===== config.mk =====
export PLATFORM = sky130hd
export DESIGN_NAME = instrIssue
export DESIGN_NICKNAME = d
export VERILOG_FILES = /design/src/common/simtPkg.sv /design/src/hdl/instrIssue.sv
export SDC_FILE = /design/constraint.sdc
export NUM_CORES = 1
export LEC_CHECK = 0
export BUFFER_PORTS_ARGS = -buffer_cell sky130_fd_sc_hd__buf_2
export CELL_PAD_IN_SITES_DETAIL_PLACEMENT = 1
export CELL_PAD_IN_SITES_GLOBAL_PLACEMENT = 2
export CORE_MARGIN = 5
export CORE_UTILIZATION = 27
export DETAILED_ROUTE_END_ITERATION = 12
export PLACE_DENSITY = 0.83
export SYNTH_ARGS = -nofsm -noshare
export SYNTH_HDL_FRONTEND = slang
export SYNTH_SLANG_ARGS = --single-unit

===== constraint.sdc =====
create_clock -name clk -period 3.3 [get_ports clk]
set_input_delay 0.495 -clock clk [delete_from_list [all_inputs] [get_ports clk]]
set_output_delay 0.495 -clock clk [all_outputs]
set_load 0.01 [all_outputs]

===== src/common/simtPkg.sv =====
package simtPkg;

    //////////////////////////////////////////////////
    // widths
    parameter int dataWidth    = 32;
    parameter int regAddrWidth = 5;
    parameter int laneIdReg    = 26;   // holds the lane number out of reset

    typedef logic [dataWidth-1:0]    word_t;
    typedef logic [31:0]             instr_t;
    typedef logic [regAddrWidth-1:0] regAddr_t;

    //////////////////////////////////////////////////
    // encodings
    typedef enum logic [5:0] {
        opRtype = 6'd0,
        opAddi  = 6'd8,
        opMuli  = 6'd10,
        opAndi  = 6'd12,
        opOri   = 6'd13,
        opHalt  = 6'd14,
        opLui   = 6'd15
    } opcode_t;

    typedef enum logic [2:0] {
        aluAnd = 3'b000,
        aluOr  = 3'b001,
        aluAdd = 3'b010,
        aluSub = 3'b110,
        aluSlt = 3'b111
    } aluOp_t;

    typedef enum logic [1:0] {
        shNone = 2'b00,
        shSll  = 2'b01,
        shSrl  = 2'b10
    } shiftOp_t;

    // all fields zero means nop
    typedef struct packed {
        logic     regWrite;
        logic     regDst;     // rd instead of rt
        logic     zeroImm;
        logic     aluSrc;     // immediate as operand b
        aluOp_t   aluOp;
        shiftOp_t shiftOp;
        logic     isMul;
        logic     immToReg;   // lui
        logic     isHalt;
    } ctrl_t;

    //////////////////////////////////////////////////
    // stage payloads
    typedef struct packed {
        ctrl_t         ctrl;
        word_t         rsData;
        word_t         rtData;
        word_t         imm;
        logic [4:0]    shamt;
        regAddr_t      dst;
        regAddr_t      rs;
        regAddr_t      rt;
    } execPayload_t;

    typedef struct packed {
        ctrl_t         ctrl;
        word_t         aluRes;
        word_t         shiftRes;
        word_t         mulA;
        logic [16:0]   mulB;       // low immediate bits that also feed lui
        regAddr_t      dst;
    } memPayload_t;

    typedef struct packed {
        logic          regWrite;
        logic          isHalt;
        regAddr_t      dst;
        word_t         result;
    } wbPayload_t;

    // instruction fields
    function automatic opcode_t opcodeOf(instr_t i);
        return opcode_t'(i[31:26]);
    endfunction

    function automatic logic [5:0] functOf(instr_t i);
        return i[5:0];
    endfunction

    function automatic regAddr_t rsOf(instr_t i);
        return i[25:21];
    endfunction

    function automatic regAddr_t rtOf(instr_t i);
        return i[20:16];
    endfunction

    function automatic regAddr_t rdOf(instr_t i);
        return i[15:11];
    endfunction

    function automatic logic [4:0] shamtOf(instr_t i);
        return i[10:6];
    endfunction

    function automatic logic [15:0] immOf(instr_t i);
        return i[15:0];
    endfunction

endpackage


===== src/hdl/instrIssue.sv =====
`timescale 1ns/100ps

module instrIssue (
    input  logic            clk,
    input  logic            reset,
    input  logic            instrReq,
    input  simtPkg::instr_t instr,
    input  logic            haltRetired,
    output logic            instrAck,
    output logic            issue,
    output simtPkg::instr_t instrDec,
    output logic            halt
);
    import simtPkg::*;

    typedef enum logic [1:0] {
        idle,
        acked,
        halted
    } state_t;

    state_t state;

    assign issue = (state == idle) && instrReq;   // accept edge

    //////////////////////////////////////////////////
    // four-phase intake
    always_ff @(posedge clk or posedge reset)
    begin
        if (reset)
        begin
            state    <= idle;
            instrAck <= 1'b0;
            instrDec <= '0;
        end
        else
        begin
            instrDec <= issue ? instr : '0;      // nop when nothing taken
            case (state)
                idle:
                    if (issue)
                    begin
                        instrAck <= 1'b1;
                        state    <= (opcodeOf(instr) == opHalt) ? halted : acked;
                    end
                acked:
                    if (!instrReq)
                    begin
                        instrAck <= 1'b0;
                        state    <= idle;
                    end
                default:
                    // finish the halt handshake, then stay deaf until reset
                    if (!instrReq)
                        instrAck <= 1'b0;
            endcase
        end
    end

    always_ff @(posedge clk or posedge reset)
    begin
        if (reset)
            halt <= 1'b0;
        else if (haltRetired)
            halt <= 1'b1;
    end

    // ack only ever answers a request seen on the edge before
    assert property (@(posedge clk) disable iff (reset) $rose(instrAck) |-> $past(instrReq));

endmodule


; ---- Yosys cells after proc, flatten, opt, wreduce, memory -nomap -nowiden
; Cells that the tools add are included.
[op_classes]
eq_ne = 5
muxes = 8
n_reduce_logical = 5
[op_table]
columns = operator, count
row1 = 2-to-1 mux 32 bit, 1
row2 = == test 6 x 4 -> 1 bit (second input constant), 1
row3 = 2-to-1 mux 2 bit, 3
row4 = inequality test 2 bit (second input constant), 2
row5 = case mux 2 bit (2 select lines), 1
row6 = 2-to-1 mux 1 bit, 3
row7 = AND reduction 3 bit, 1
row8 = == test 2 x 1 -> 1 bit (second input constant), 1
row9 = logical NOT 2 bit, 1
row10 = inequality test 2 x 1 -> 1 bit (second input constant), 1
row11 = AND reduction 2 bit, 1
row12 = nonzero test 2 bit, 1
row13 = logical AND 1 bit, 1
[word_totals]
reg_bits = 36
out_inout_bits = 35

; ---- Logic depth before layout (Yosys ltp)
; Gate-level depths: netlist of the first run.
[depth]
ltp_word = 4
mapped_depth = 4
mapped_depth_nobuf = 4

; ---- Worst setup path after synthesis of the first run
; No wires, ideal clock.
[synth_path]
path_kind = register to output
from = reg state[0]
to = out issue
arrival_ns = 0.830
required_ns = 2.805
slack_ns = 1.975
stages_incl_launch_ff = 3
path_buffers = 0
cell_sequence = dfrtp_1 nor2_1 ha_1
[synth_via]
elab_chain_len = 2
[synth_lines]
columns = element, line_no
row1 = from (decl), instrIssue.sv:22  ; state_t state;
row2 = from (signal assigned), instrIssue.sv:32  ; state <= idle;
row3 = from (signal assigned), instrIssue.sv:44  ; state <= (opcodeOf(instr) == opHalt) ? halted : acked;
row4 = from (signal assigned), instrIssue.sv:50  ; state <= idle;
row5 = logical NOT 2 bit, instrIssue.sv:24  ; assign issue = (state == idle) && instrReq;
row6 = logical AND 1 bit, instrIssue.sv:24
row7 = to (decl), instrIssue.sv:10  ; output logic issue,
; No other way between the ends.

; ---- Worst setup path after layout of the first run
; Ends and elaborated chain as after synthesis.

==> results_tabular.tex, run 1 <==
\begin{tabular}{lr}
\hline
Metric & Value \\
\hline
\multicolumn{2}{l}{\textbf{CTS}} \\
CTS Buffer Depth & 2 \\
Resized Gates After CTS & 0 \\
Depth of the CTS H-tree & 2 \\
Number of hold-repair buffers added at the cts stage & 0 \\
CTS clk-pin slew, worst paths & 0.07 ns \\
Total number of clock tree sinks & 36 \\
CTS tree & done \\
CTS buffer count & 5 \\
Buffer count from post-CTS setup fixing & 0 \\
Clk Latency, worst-skew pair & 0.28 ns \\
Root cell of the clock tree & sky130\_fd\_sc\_hd\_\_clkbuf\_8 \\
\multicolumn{2}{l}{\textbf{Power and ir drop}} \\
Overall power & 1.14 mW \\
Total power per unit cell area & 655 nW/um2 \\
Max IR drop VDD & 0.197 mV \\
Static leakage & 1.01 nW \\
\multicolumn{2}{l}{\textbf{STA}} \\
FMAX & 0.574 GHz \\
Total setup violations reported at the end of the flow & 0 \\
Final WS setup & 1.56 ns \\
Post-Route Hold Slack & 0.312 ns \\
Fin crit share & 52.8\% \\
Number of slew-limit violations in the final report & 0 \\
Count of endpoints failing hold in the final timing report & 0 \\
Time the worst path needs with I/O delays and setup & 1.74 ns \\
Worst-margin pin slew & 0.448 ns \\
RSZ-0062 raised after global routing & false \\
Worst clock skew on the final layout & 0.00428 ns \\
Max-Slew Margin vs Limit & 70.2\% \\
Total negative slack & 0 ns \\
\multicolumn{2}{l}{\textbf{Layout}} \\
Commonest non-fill, non-tap cells in the layout & 70 x sky130\_fd\_sc\_hd\_\_buf\_2, 36 x sky130\_fd\_sc\_hd\_\_dfrtp\_1, 31 x sky130\_fd\_sc\_hd\_\_and2\_1 \\
Count of nets after finishing & 198 \\
Non-filler instance count after layout & 212 \\
Layout Cell Area excl Fill & 1730 um2 \\
Multi-input gate area in the final layout & 299 um2 \\
Layout area overhead & 42.3\% \\
Fraction of layout instances using a drive strength above 1 & 52.5\% \\
Antenna cell count & 0 \\
Fillcell total & 496 \\
Utilization after layout & 39.8\% \\
Most common cell after layout, fill and taps aside & sky130\_fd\_sc\_hd\_\_buf\_2 \\
Storage cell area & 901 um2 \\
\multicolumn{2}{l}{\textbf{Global routing}} \\
First-pass GRT wire length & 4860 um \\
Largest net degree at the start of global routing & 37 \\
Antenna violations before repair & 0 \\
Number of global-route vias before repair & 974 \\
Total overflow reported by the global router & 0 \\
Overall Global Routing Usage & 10.5\% \\
\multicolumn{2}{l}{\textbf{Worst setup path}} \\
Worst path arrival time & 1.25 ns \\
Worst setup path class & flop to output pin \\
Crit Path Max Fanout & 4 \\
Element type at the critical path end & output pin \\
Data required time at the worst endpoint & 2.80 ns \\
Element type at the critical path start & flop \\
Worst reg-to-reg path cell count & 4 \\
\multicolumn{2}{l}{\textbf{Routing}} \\
Ratio of routed vias to standard cells & 4.24 \\
Iteration-0 DRC Markers & 18 \\
Pre-antenna DRT Iters & 2 \\
Routed WL per cell & 14.5 um \\
Via total after detailed routing & 898 \\
Remaining number of nets flagged by the antenna check after routing & 0 \\
Number of remaining DRC errors & 0 \\
Wirelength, routed & 3070 um \\
\multicolumn{2}{l}{\textbf{Flow run}} \\
Number of max-cap violations & 0 \\
\multicolumn{2}{l}{\textbf{Logic synthesis}} \\
Share of the yosys chip area belonging to registers & 73.9\% \\
Number of nets in the synthesized netlist & 122 \\
Number of warnings printed during yosys synthesis & 0 \\
Flop and latch count out of synthesis & 36 \\
Post-synthesis instance total & 84 \\
Post-synthesis cell type count & 14 \\
Post-synthesis area per instance & 14.5 um2 \\
Combined area of all synthesized cells & 1220 um2 \\
\multicolumn{2}{l}{\textbf{Floorplanning}} \\
Total I/O pin count & 71 \\
Floorplan die width & 77.2 um \\
Starting density of the core & 28.0\% \\
Core footprint & 4350 um2 \\
DIE HEIGHT & 77.2 um \\
\# rows & 24 \\
Full die area & 5960 um2 \\
\multicolumn{2}{l}{\textbf{Status}} \\
Outcome & complete, no violations \\
\multicolumn{2}{l}{\textbf{Placement}} \\
Placer's final routability congestion estimate & 0.676 \\
Detailed Place HPWL & 2410 um \\
Post-DP Area & 1640 um2 \\
Pre-CTS setup slack & 1.83 ns \\
Cell total after placement & 205 \\
Quantity of I/O buffers inserted on ports & 70 \\
\multicolumn{2}{l}{\textbf{Hold path}} \\
Type of the worst min-delay path & input pin to asynchronous set/reset pin \\
\hline
\end{tabular}
[final timing paths]
| check | start | slack [ns] | end |
|---|---|---|---|
| min | reset | 0.31 | halt |
| min reg2reg | halt | 0.47 | halt |
| max reg2reg | state[0] | 1.95 | instrDec[15] |
| max in group asynchronous | reset | 2.68 | instrDec[18] |
| max | state[0] | 1.56 | issue |
| min in group clk | haltRetired | 0.40 | halt |
[power breakdown]
part	internal [mW]	switching, mW	leakage, nW
Sequential	0.515	0.0294	0.478
Combinational	0.123	0.139	0.479
Clock	0.186	0.144	0.0503
Total	0.824	0.312	1.01
[worst max-delay path: stages, from the launching register on]
cell and delay (ns):
sky130_fd_sc_hd__dfrtp_1 0.42, sky130_fd_sc_hd__nor2_1 0.22, sky130_fd_sc_hd__ha_1 0.20, sky130_fd_sc_hd__buf_2 0.13
[kinds of logic (layout without fill, tap and decap cells)]
kind of cell	Yosys count	in the layout	share of synthesized area, %
buf+inv	5	81	1.54
flops	36	36	73.9
mux	1	1	0.924
fa+ha+maj	2	2	2.05
simple gates	37	37	19.0
compound gates	3	3	2.57
[sequential cells by signal, indices dropped and copies added (netlist names)]
| signal | count |
|---|---|
| instrDec | 32 |
| state | 2 |
| halt | 1 |
| instrAck | 1 |
[cell type report]
class | count | share of cell area (%)
inverter | 2 | 0.433
timing repair buffer | 72 | 21.1
multi-input combinational | 43 | 17.2
tap | 52 | 3.75
clock buffer | 7 | 5.56
sequential | 36 | 51.9
[synth_stat cells]
master | n | area (um2)
sky130_fd_sc_hd__and2_2 | 1 | 7.51
sky130_fd_sc_hd__a21o_1 | 1 | 7.51
sky130_fd_sc_hd__nor2_1 | 2 | 7.51
sky130_fd_sc_hd__inv_1 | 2 | 7.51
sky130_fd_sc_hd__or2_2 | 1 | 6.26
sky130_fd_sc_hd__o41ai_2 | 1 | 16.3
sky130_fd_sc_hd__clkbuf_1 | 3 | 11.3
sky130_fd_sc_hd__o31ai_1 | 1 | 7.51
sky130_fd_sc_hd__and2_1 | 31 | 194
sky130_fd_sc_hd__nor4b_1 | 1 | 8.76
sky130_fd_sc_hd__ha_1 | 2 | 25.0
sky130_fd_sc_hd__dfrtp_1 | 36 | 901
sky130_fd_sc_hd__and3_2 | 1 | 7.51
sky130_fd_sc_hd__mux2_2 | 1 | 11.3
[layer usage]
layer	track usage [%]	wire length [um]	up-vias
met5	0	0	-
met4	3.61	49	0
met3	5.85	325	6
met2	16.3	1510	51
met1	12.2	1180	432
li1	-	-	409
Power figures use the tool's default switching activity.
==> run 2, diff against run 1 <==
- CORE_UTILIZATION: 27 -> 23
- PLACE_DENSITY: 0.83 -> 0.75
- clock period: 3.3 -> 1.4 ns (I/O delays scaled with it)
==> results_tabular.tex, run 2 (synthesis gave the netlist of run 1 again) <==
\begin{tabular}{lr}
\hline
Metric & Value \\
\hline
\multicolumn{2}{l}{\textbf{Floorplanning}} \\
Core footprint & 5140 um2 \\
Full die area & 6850 um2 \\
\# rows & 26 \\
Starting density of the core & 23.7\% \\
DIE HEIGHT & 82.8 um \\
Total I/O pin count & 71 \\
Floorplan die width & 82.8 um \\
\multicolumn{2}{l}{\textbf{Layout}} \\
Utilization after layout & 35.9\% \\
Count of nets after finishing & 205 \\
Most common cell after layout, fill and taps aside & sky130\_fd\_sc\_hd\_\_buf\_2 \\
Commonest non-fill, non-tap cells in the layout & 69 x sky130\_fd\_sc\_hd\_\_buf\_2, 36 x sky130\_fd\_sc\_hd\_\_dfrtp\_1, 31 x sky130\_fd\_sc\_hd\_\_and2\_1 \\
Non-filler instance count after layout & 238 \\
Layout Cell Area excl Fill & 1840 um2 \\
Register with the highest flop count & instrDec \\
Antenna cell count & 0 \\
Leading registers by flop count & instrDec: 32 flops, state: 2 flops \\
Largest register FFs & 32 \\
Fraction of layout instances using a drive strength above 1 & 56.0\% \\
Fillcell total & 605 \\
Layout area overhead & 51.2\% \\
\multicolumn{2}{l}{\textbf{Global routing}} \\
First-pass GRT wire length & 4960 um \\
Overall Global Routing Usage & 9.95\% \\
Antenna violations before repair & 0 \\
Number of global-route vias before repair & 1087 \\
Total overflow reported by the global router & 0 \\
Largest net degree at the start of global routing & 19 \\
\multicolumn{2}{l}{\textbf{Hold path}} \\
HP Start & haltRetired \\
Endpoint, Worst Hold & halt \\
Type of the worst min-delay path & input pin to flop \\
WHS Path Cells & 2 \\
\multicolumn{2}{l}{\textbf{CTS}} \\
CTS tree & done \\
CTS buffer count & 5 \\
Depth of the CTS H-tree & 2 \\
Root cell of the clock tree & sky130\_fd\_sc\_hd\_\_clkbuf\_8 \\
Clk Latency, worst-skew pair & 0.28 ns \\
CTS Buffer Depth & 2 \\
CTS clk-pin slew, worst paths & 0.07 ns \\
Total number of clock tree sinks & 36 \\
\multicolumn{2}{l}{\textbf{Worst setup path}} \\
Reg-to-reg endpoint & state[0] \\
Crit path cell chain & nor2\_2, ha\_2, buf\_6 \\
Flop2flop setup slack & 0.10 ns \\
Element type at the critical path end & output pin \\
CP max-delay cell & sky130\_fd\_sc\_hd\_\_dfrtp\_1 \\
Element type at the critical path start & flop \\
Worst setup path class & flop to output pin \\
Crit Path Max Fanout & 3 \\
Worst path arrival time & 1.15 ns \\
Worst reg-to-reg path cell count & 5 \\
Startpoint of the worst register-to-register path & state[0] \\
Data required time at the worst endpoint & 1.19 ns \\
Slowest Stage Delay on Critical Path & 0.40 ns \\
\multicolumn{2}{l}{\textbf{STA}} \\
Number of slew-limit violations in the final report & 0 \\
Total setup violations reported at the end of the flow & 0 \\
RSZ-0062 raised after global routing & true \\
FMAX & 0.734 GHz \\
Worst clock skew on the final layout & 0.00268 ns \\
Time the worst path needs with I/O delays and setup & 1.36 ns \\
Fin crit share & 97.3\% \\
Max-Slew Margin vs Limit & 83.9\% \\
Worst-margin pin slew & 0.238 ns \\
Count of endpoints failing hold in the final timing report & 0 \\
\multicolumn{2}{l}{\textbf{Routing}} \\
Routed wire length on met2 & 1730 um \\
Remaining number of nets flagged by the antenna check after routing & 0 \\
Number of remaining DRC errors & 0 \\
Via total after detailed routing & 927 \\
Ratio of routed vias to standard cells & 3.89 \\
Routed WL per cell & 13.2 um \\
Pre-antenna DRT Iters & 4 \\
Wirelength, routed & 3150 um \\
Iteration-0 DRC Markers & 20 \\
Highest routed metal layer & met4 \\
Met1 routed wirelength after detailed routing & 1070 um \\
DR WL met3 & 328 um \\
\multicolumn{2}{l}{\textbf{Placement}} \\
Cell total after placement & 225 \\
Detailed Place HPWL & 2500 um \\
Post-DP Area & 1680 um2 \\
Placer's final routability congestion estimate & 0.648 \\
Quantity of I/O buffers inserted on ports & 70 \\
\multicolumn{2}{l}{\textbf{Power and ir drop}} \\
Static leakage & 1.05 nW \\
Total power per unit cell area & 1590 nW/um2 \\
Max IR drop VDD & 0.521 mV \\
\multicolumn{2}{l}{\textbf{Status}} \\
Outcome & complete, no violations \\
\multicolumn{2}{l}{\textbf{Flow run}} \\
Number of max-cap violations & 0 \\
\hline
\end{tabular}
==> run 2: metal layers <==
| layer | global-route usage, % | up-vias |
|---|---|---|
| li1 | - | 424 |
| met3 | 4.64 | 4 |
| met5 | 0 | - |
| met1 | 9.74 | 454 |
| met4 | 4.41 | 0 |
| met2 | 17.8 | 45 |
==> run 2: timing repair <==
| item | CTS | global route |
|---|---|---|
| setup endpoints to repair | 1 | 2 |
| pin swaps | 2 | 2 |
| endpoints found under the hold margin | 36 | 0 |
| setup buffers | 3 | 1 |
| gates resized for setup | 2 | 2 |
| hold buffers | 1 | 0 |
==> run 2: worst max-delay path, delay by kind of cell, from the launching register on <==
family        cells  cell delay [ns]
flops             1             0.40
fa+ha+maj         1             0.22
simple gates      1             0.14
buf+inv           1             0.11
==> run 2: area by class of cell <==
class	count	area, um2	area share, %
clock buffers	5	68.8	3.73
repair buffers	79	427	23.1
inverters	2	7.51	0.407
flip-flops and latches	36	901	48.9
clock inverters	3	42.5	2.31
multi-input cells	43	309	16.8
well taps	70	87.6	4.75
==> run 2: worst max path at each step <==
stage                     slack, ns      from     endpoint
after floorplan                0.15  state[0]  instrDec[0]
after global placement         0.19  state[0]     instrAck
after detailed placement       0.12  state[0]     state[0]
after CTS                      0.01  state[1]        issue
after global routing          -0.04  state[0]        issue
final                          0.04  state[0]        issue
==> run 2: through the flow <==
stage | TNS (ns) | setup WS [ns] | hold slack [ns] | total power, mW
floorplan | 0 | 0.149 | 0.319 | 1.64
global placement | 0 | 0.193 | 0.251 | 1.91
detailed placement | 0 | 0.123 | 0.274 | 1.96
CTS | 0 | 0.0106 | 0.107 | 2.94
global route | -0.0362 | -0.0362 | 0.110 | 3.13
finish | 0 | 0.0382 | 0.120 | 2.92
==> run 2: power breakdown <==
group,switching [mW],leakage (nW),internal (mW)
sequential,0.0625,0.478,1.21
clock,0.358,0.0541,0.527
combinational,0.372,0.513,0.390
==> run 3, diff against run 2 <==
- ABC_AREA: unset -> 1
- CORE_UTILIZATION: 23 -> 22
- PLACE_DENSITY: 0.75 -> 0.76
- SKIP_LAST_GASP: unset -> 1
==> results_tabular.tex, run 3 <==
\begin{tabular}{lr}
\hline
Metric & Value \\
\hline
\multicolumn{2}{l}{\textbf{Routing}} \\
Remaining number of nets flagged by the antenna check after routing & 0 \\
Ratio of routed vias to standard cells & 3.71 \\
Pre-antenna DRT Iters & 2 \\
Routed WL per cell & 11.6 um \\
Via total after detailed routing & 1056 \\
Iteration-0 DRC Markers & 27 \\
Wirelength, routed & 3320 um \\
Number of remaining DRC errors & 0 \\
\multicolumn{2}{l}{\textbf{Placement}} \\
Detailed Place HPWL & 2540 um \\
Cell total after placement & 276 \\
Placer's final routability congestion estimate & 0.659 \\
Quantity of I/O buffers inserted on ports & 70 \\
Pre-CTS setup slack & 0.172 ns \\
\multicolumn{2}{l}{\textbf{Floorplanning}} \\
\# rows & 28 \\
Total I/O pin count & 71 \\
Full die area & 7570 um2 \\
DIE HEIGHT & 87.0 um \\
Starting density of the core & 22.3\% \\
Core footprint & 5850 um2 \\
Floorplan die width & 87.0 um \\
\multicolumn{2}{l}{\textbf{Worst setup path}} \\
Flop2flop setup slack & 0.13 ns \\
Sum of buffers and inverters on the critical path & 3 \\
Worst path arrival time & 1.14 ns \\
Data required time at the worst endpoint & 1.19 ns \\
Reg-to-reg endpoint & state[1] \\
Crit Path Max Fanout & 3 \\
CP max-delay cell & sky130\_fd\_sc\_hd\_\_dfrtp\_1 \\
Most common cell type on the critical path & sky130\_fd\_sc\_hd\_\_inv\_2 \\
Worst reg-to-reg path cell count & 8 \\
Element type at the critical path start & flop \\
Top cell family by delay on the critical path & flip-flops \\
Element type at the critical path end & output pin \\
Startpoint of the worst register-to-register path & state[1] \\
Slowest Stage Delay on Critical Path & 0.39 ns \\
Worst setup path class & flop to output pin \\
Crit path cell chain & inv\_2, nand2\_2, inv\_2, ha\_4, buf\_6 \\
Crit. path cell count & 5 \\
\multicolumn{2}{l}{\textbf{Status}} \\
Outcome & complete, no violations \\
\multicolumn{2}{l}{\textbf{CTS}} \\
Total number of clock tree sinks & 36 \\
CTS buffer count & 5 \\
CTS Buffer Depth & 2 \\
Depth of the CTS H-tree & 2 \\
Clk Latency, worst-skew pair & 0.28 ns \\
Root cell of the clock tree & sky130\_fd\_sc\_hd\_\_clkbuf\_8 \\
CTS clk-pin slew, worst paths & 0.07 ns \\
CTS tree & done \\
Number of hold-repair buffers added at the cts stage & 0 \\
\multicolumn{2}{l}{\textbf{STA}} \\
Count of endpoints failing hold in the final timing report & 0 \\
Time the worst path needs with I/O delays and setup & 1.35 ns \\
Fin crit share & 96.3\% \\
Final WS setup & 0.0513 ns \\
Worst-margin pin slew & 0.453 ns \\
FMAX & 0.741 GHz \\
Worst clock skew on the final layout & 0.00403 ns \\
RSZ-0062 raised after global routing & false \\
Number of slew-limit violations in the final report & 0 \\
Total setup violations reported at the end of the flow & 0 \\
Max-Slew Margin vs Limit & 69.8\% \\
Total negative slack & 0 ns \\
\multicolumn{2}{l}{\textbf{Layout}} \\
Commonest non-fill, non-tap cells in the layout & 69 x sky130\_fd\_sc\_hd\_\_buf\_2, 39 x sky130\_fd\_sc\_hd\_\_nand2\_1, 38 x sky130\_fd\_sc\_hd\_\_inv\_1 \\
Non-filler instance count after layout & 285 \\
Fraction of layout instances using a drive strength above 1 & 41.4\% \\
Largest register FFs & 32 \\
Antenna cell count & 0 \\
Register with the highest flop count & instrDec \\
Most common cell after layout, fill and taps aside & sky130\_fd\_sc\_hd\_\_buf\_2 \\
Layout area overhead & 42.5\% \\
Count of nets after finishing & 247 \\
Leading registers by flop count & instrDec: 32 flops, state: 2 flops \\
\multicolumn{2}{l}{\textbf{Logic synthesis}} \\
Number of warnings printed during yosys synthesis & 0 \\
Synth top area share & 69.1\% \\
Post-synthesis cell type count & 9 \\
Number of enable-type register cells in the synthesized netlist & 0 \\
Combined area of all synthesized cells & 1300 um2 \\
Flop and latch count out of synthesis & 36 \\
Cell taking the most area after synthesis & sky130\_fd\_sc\_hd\_\_dfrtp\_1 \\
Top cells by instance count after synthesis & 40 x sky130\_fd\_sc\_hd\_\_inv\_1, 40 x sky130\_fd\_sc\_hd\_\_nand2\_1, 36 x sky130\_fd\_sc\_hd\_\_dfrtp\_1 \\
Share of the yosys chip area belonging to registers & 69.1\% \\
Share of flip-flops with an asynchronous set or reset after synthesis & 100\% \\
Most used flip-flop cell after synthesis & sky130\_fd\_sc\_hd\_\_dfrtp\_1 \\
Post-synthesis area per instance & 9.95 um2 \\
Post-synthesis instance total & 131 \\
Number of nets in the synthesized netlist & 169 \\
Synth top area cells & sky130\_fd\_sc\_hd\_\_dfrtp\_1 69\%, sky130\_fd\_sc\_hd\_\_inv\_1 12\%, sky130\_fd\_sc\_hd\_\_nand2\_1 12\%, sky130\_fd\_sc\_hd\_\_buf\_6 2.6\%, sky130\_fd\_sc\_hd\_\_ha\_1 1.9\% \\
\multicolumn{2}{l}{\textbf{Global routing}} \\
Largest net degree at the start of global routing & 37 \\
Total overflow reported by the global router & 0 \\
Fraction of met1 tracks used by global routing & 10.1\% \\
Number of global-route vias before repair & 1145 \\
Overall Global Routing Usage & 9.27\% \\
Met2 layer usage reported by global route & 15.9\% \\
Global-route met3 utilization & 3.97\% \\
First-pass GRT wire length & 5310 um \\
Most congested layer reported by global routing & met2 \\
Antenna violations before repair & 0 \\
\multicolumn{2}{l}{\textbf{Power and ir drop}} \\
Sequential cell fraction of total power & 55.4\% \\
Max IR drop VDD & 0.256 mV \\
Switching share of total power & 21.6\% \\
Net switching component of the power & 406 uW \\
Power share of the combinational group & 4.7\% \\
Design internal power & 1.48 mW \\
Total power per unit cell area & 1010 nW/um2 \\
Static leakage & 1.33 nW \\
Clk pwr share & 39.9\% \\
\multicolumn{2}{l}{\textbf{Flow run}} \\
Number of max-cap violations & 0 \\
\multicolumn{2}{l}{\textbf{Hold path}} \\
Type of the worst min-delay path & input pin to asynchronous set/reset pin \\
\hline
\end{tabular}
-- run 3: cell count changes in the layout (fill, tap and decap cells not counted), moves of 2 or more --
cell	before	now
sky130_fd_sc_hd__buf_4	8	4
sky130_fd_sc_hd__nor2_1	1	6
sky130_fd_sc_hd__and2_1	31	0
sky130_fd_sc_hd__inv_2	0	2
sky130_fd_sc_hd__nand2_1	0	39
sky130_fd_sc_hd__nand3_1	0	2
sky130_fd_sc_hd__inv_1	2	38
-- run 3: timing repair --
item                                    in CTS  in global routing
pin swaps                                    0                  0
endpoints found under the setup margin       1                  1
setup buffers                                0                  1
resized for setup                            4                  2
-- run 3: final cells by class --
type                    count  area (um2)
repair buffers             74         387
fillers                   717        3990
clock buffers               6        82.6
clock inverters             2        10.0
flip-flops and latches     36         901
inverters                  40         150
well taps                  75        93.8
multi-input cells          52         234
-- run 3: logic make-up after synthesis --
group | after synthesis | share of synthesized area [%]
flops | 36 | 69.1
compound gates | 1 | 0.384
simple gates | 49 | 14.5
buf+inv | 43 | 14.1
fa+ha+maj | 2 | 1.92
-- run 3: power by group through the flow --
stage                     combinational (mW)  sequential (mW)  clock, mW
after global routing                   0.105             1.04      0.832
after CTS                             0.0938             1.04      0.796
after global placement                0.0919             1.06          0
after floorplan                       0.0245             1.06          0
after detailed placement              0.0924             1.06          0
final                                 0.0893             1.04      0.750
-- run 3: metal layers --
| metal | share of wire, % | wire length (um) | vias up |
|---|---|---|---|
| li1 | - | - | 511 |
| met1 | 39 | 1290 | 494 |
| met2 | 49 | 1620 | 45 |
| met3 | 11 | 356 | 6 |
| met4 | 1.5 | 49 | 0 |
| met5 | 0 | 0 | - |
-- run 3: worst max path at each step --
stage | from | endpoint | slack, ns
after floorplan | state[1] | instrDec[27] | 0.21
after global placement | state[1] | instrDec[21] | 0.23
after detailed placement | state[1] | instrDec[19] | 0.17
after CTS | state[1] | issue | 0.01
after global routing | state[1] | issue | 0.003
final | state[1] | issue | 0.05
-- run 3: worst reg2reg max path, stage by stage (launching register included) --
cell                      delay, ns
sky130_fd_sc_hd__dfrtp_1       0.36
sky130_fd_sc_hd__inv_2         0.05
sky130_fd_sc_hd__nand2_2       0.09
sky130_fd_sc_hd__inv_2         0.06
sky130_fd_sc_hd__buf_4         0.12
sky130_fd_sc_hd__ha_1          0.19
sky130_fd_sc_hd__nor2_1        0.16
sky130_fd_sc_hd__nand3_1       0.11
sky130_fd_sc_hd__nand2_1       0.08
-- run 3: per-stage QoR --
step           power (mW)  hold slack (ns)  util (%)  cell area [um2]
6_report             1.88           0.0410      31.8             1860
5_1_grt              1.98           0.0983      31.8             1860
4_1_cts              1.93           0.0628      31.6             1850
3_5_place_dp         1.16            0.373      29.7             1740
3_3_place_gp         1.15            0.347      29.7             1740
2_1_floorplan        1.09            0.310         -             1300
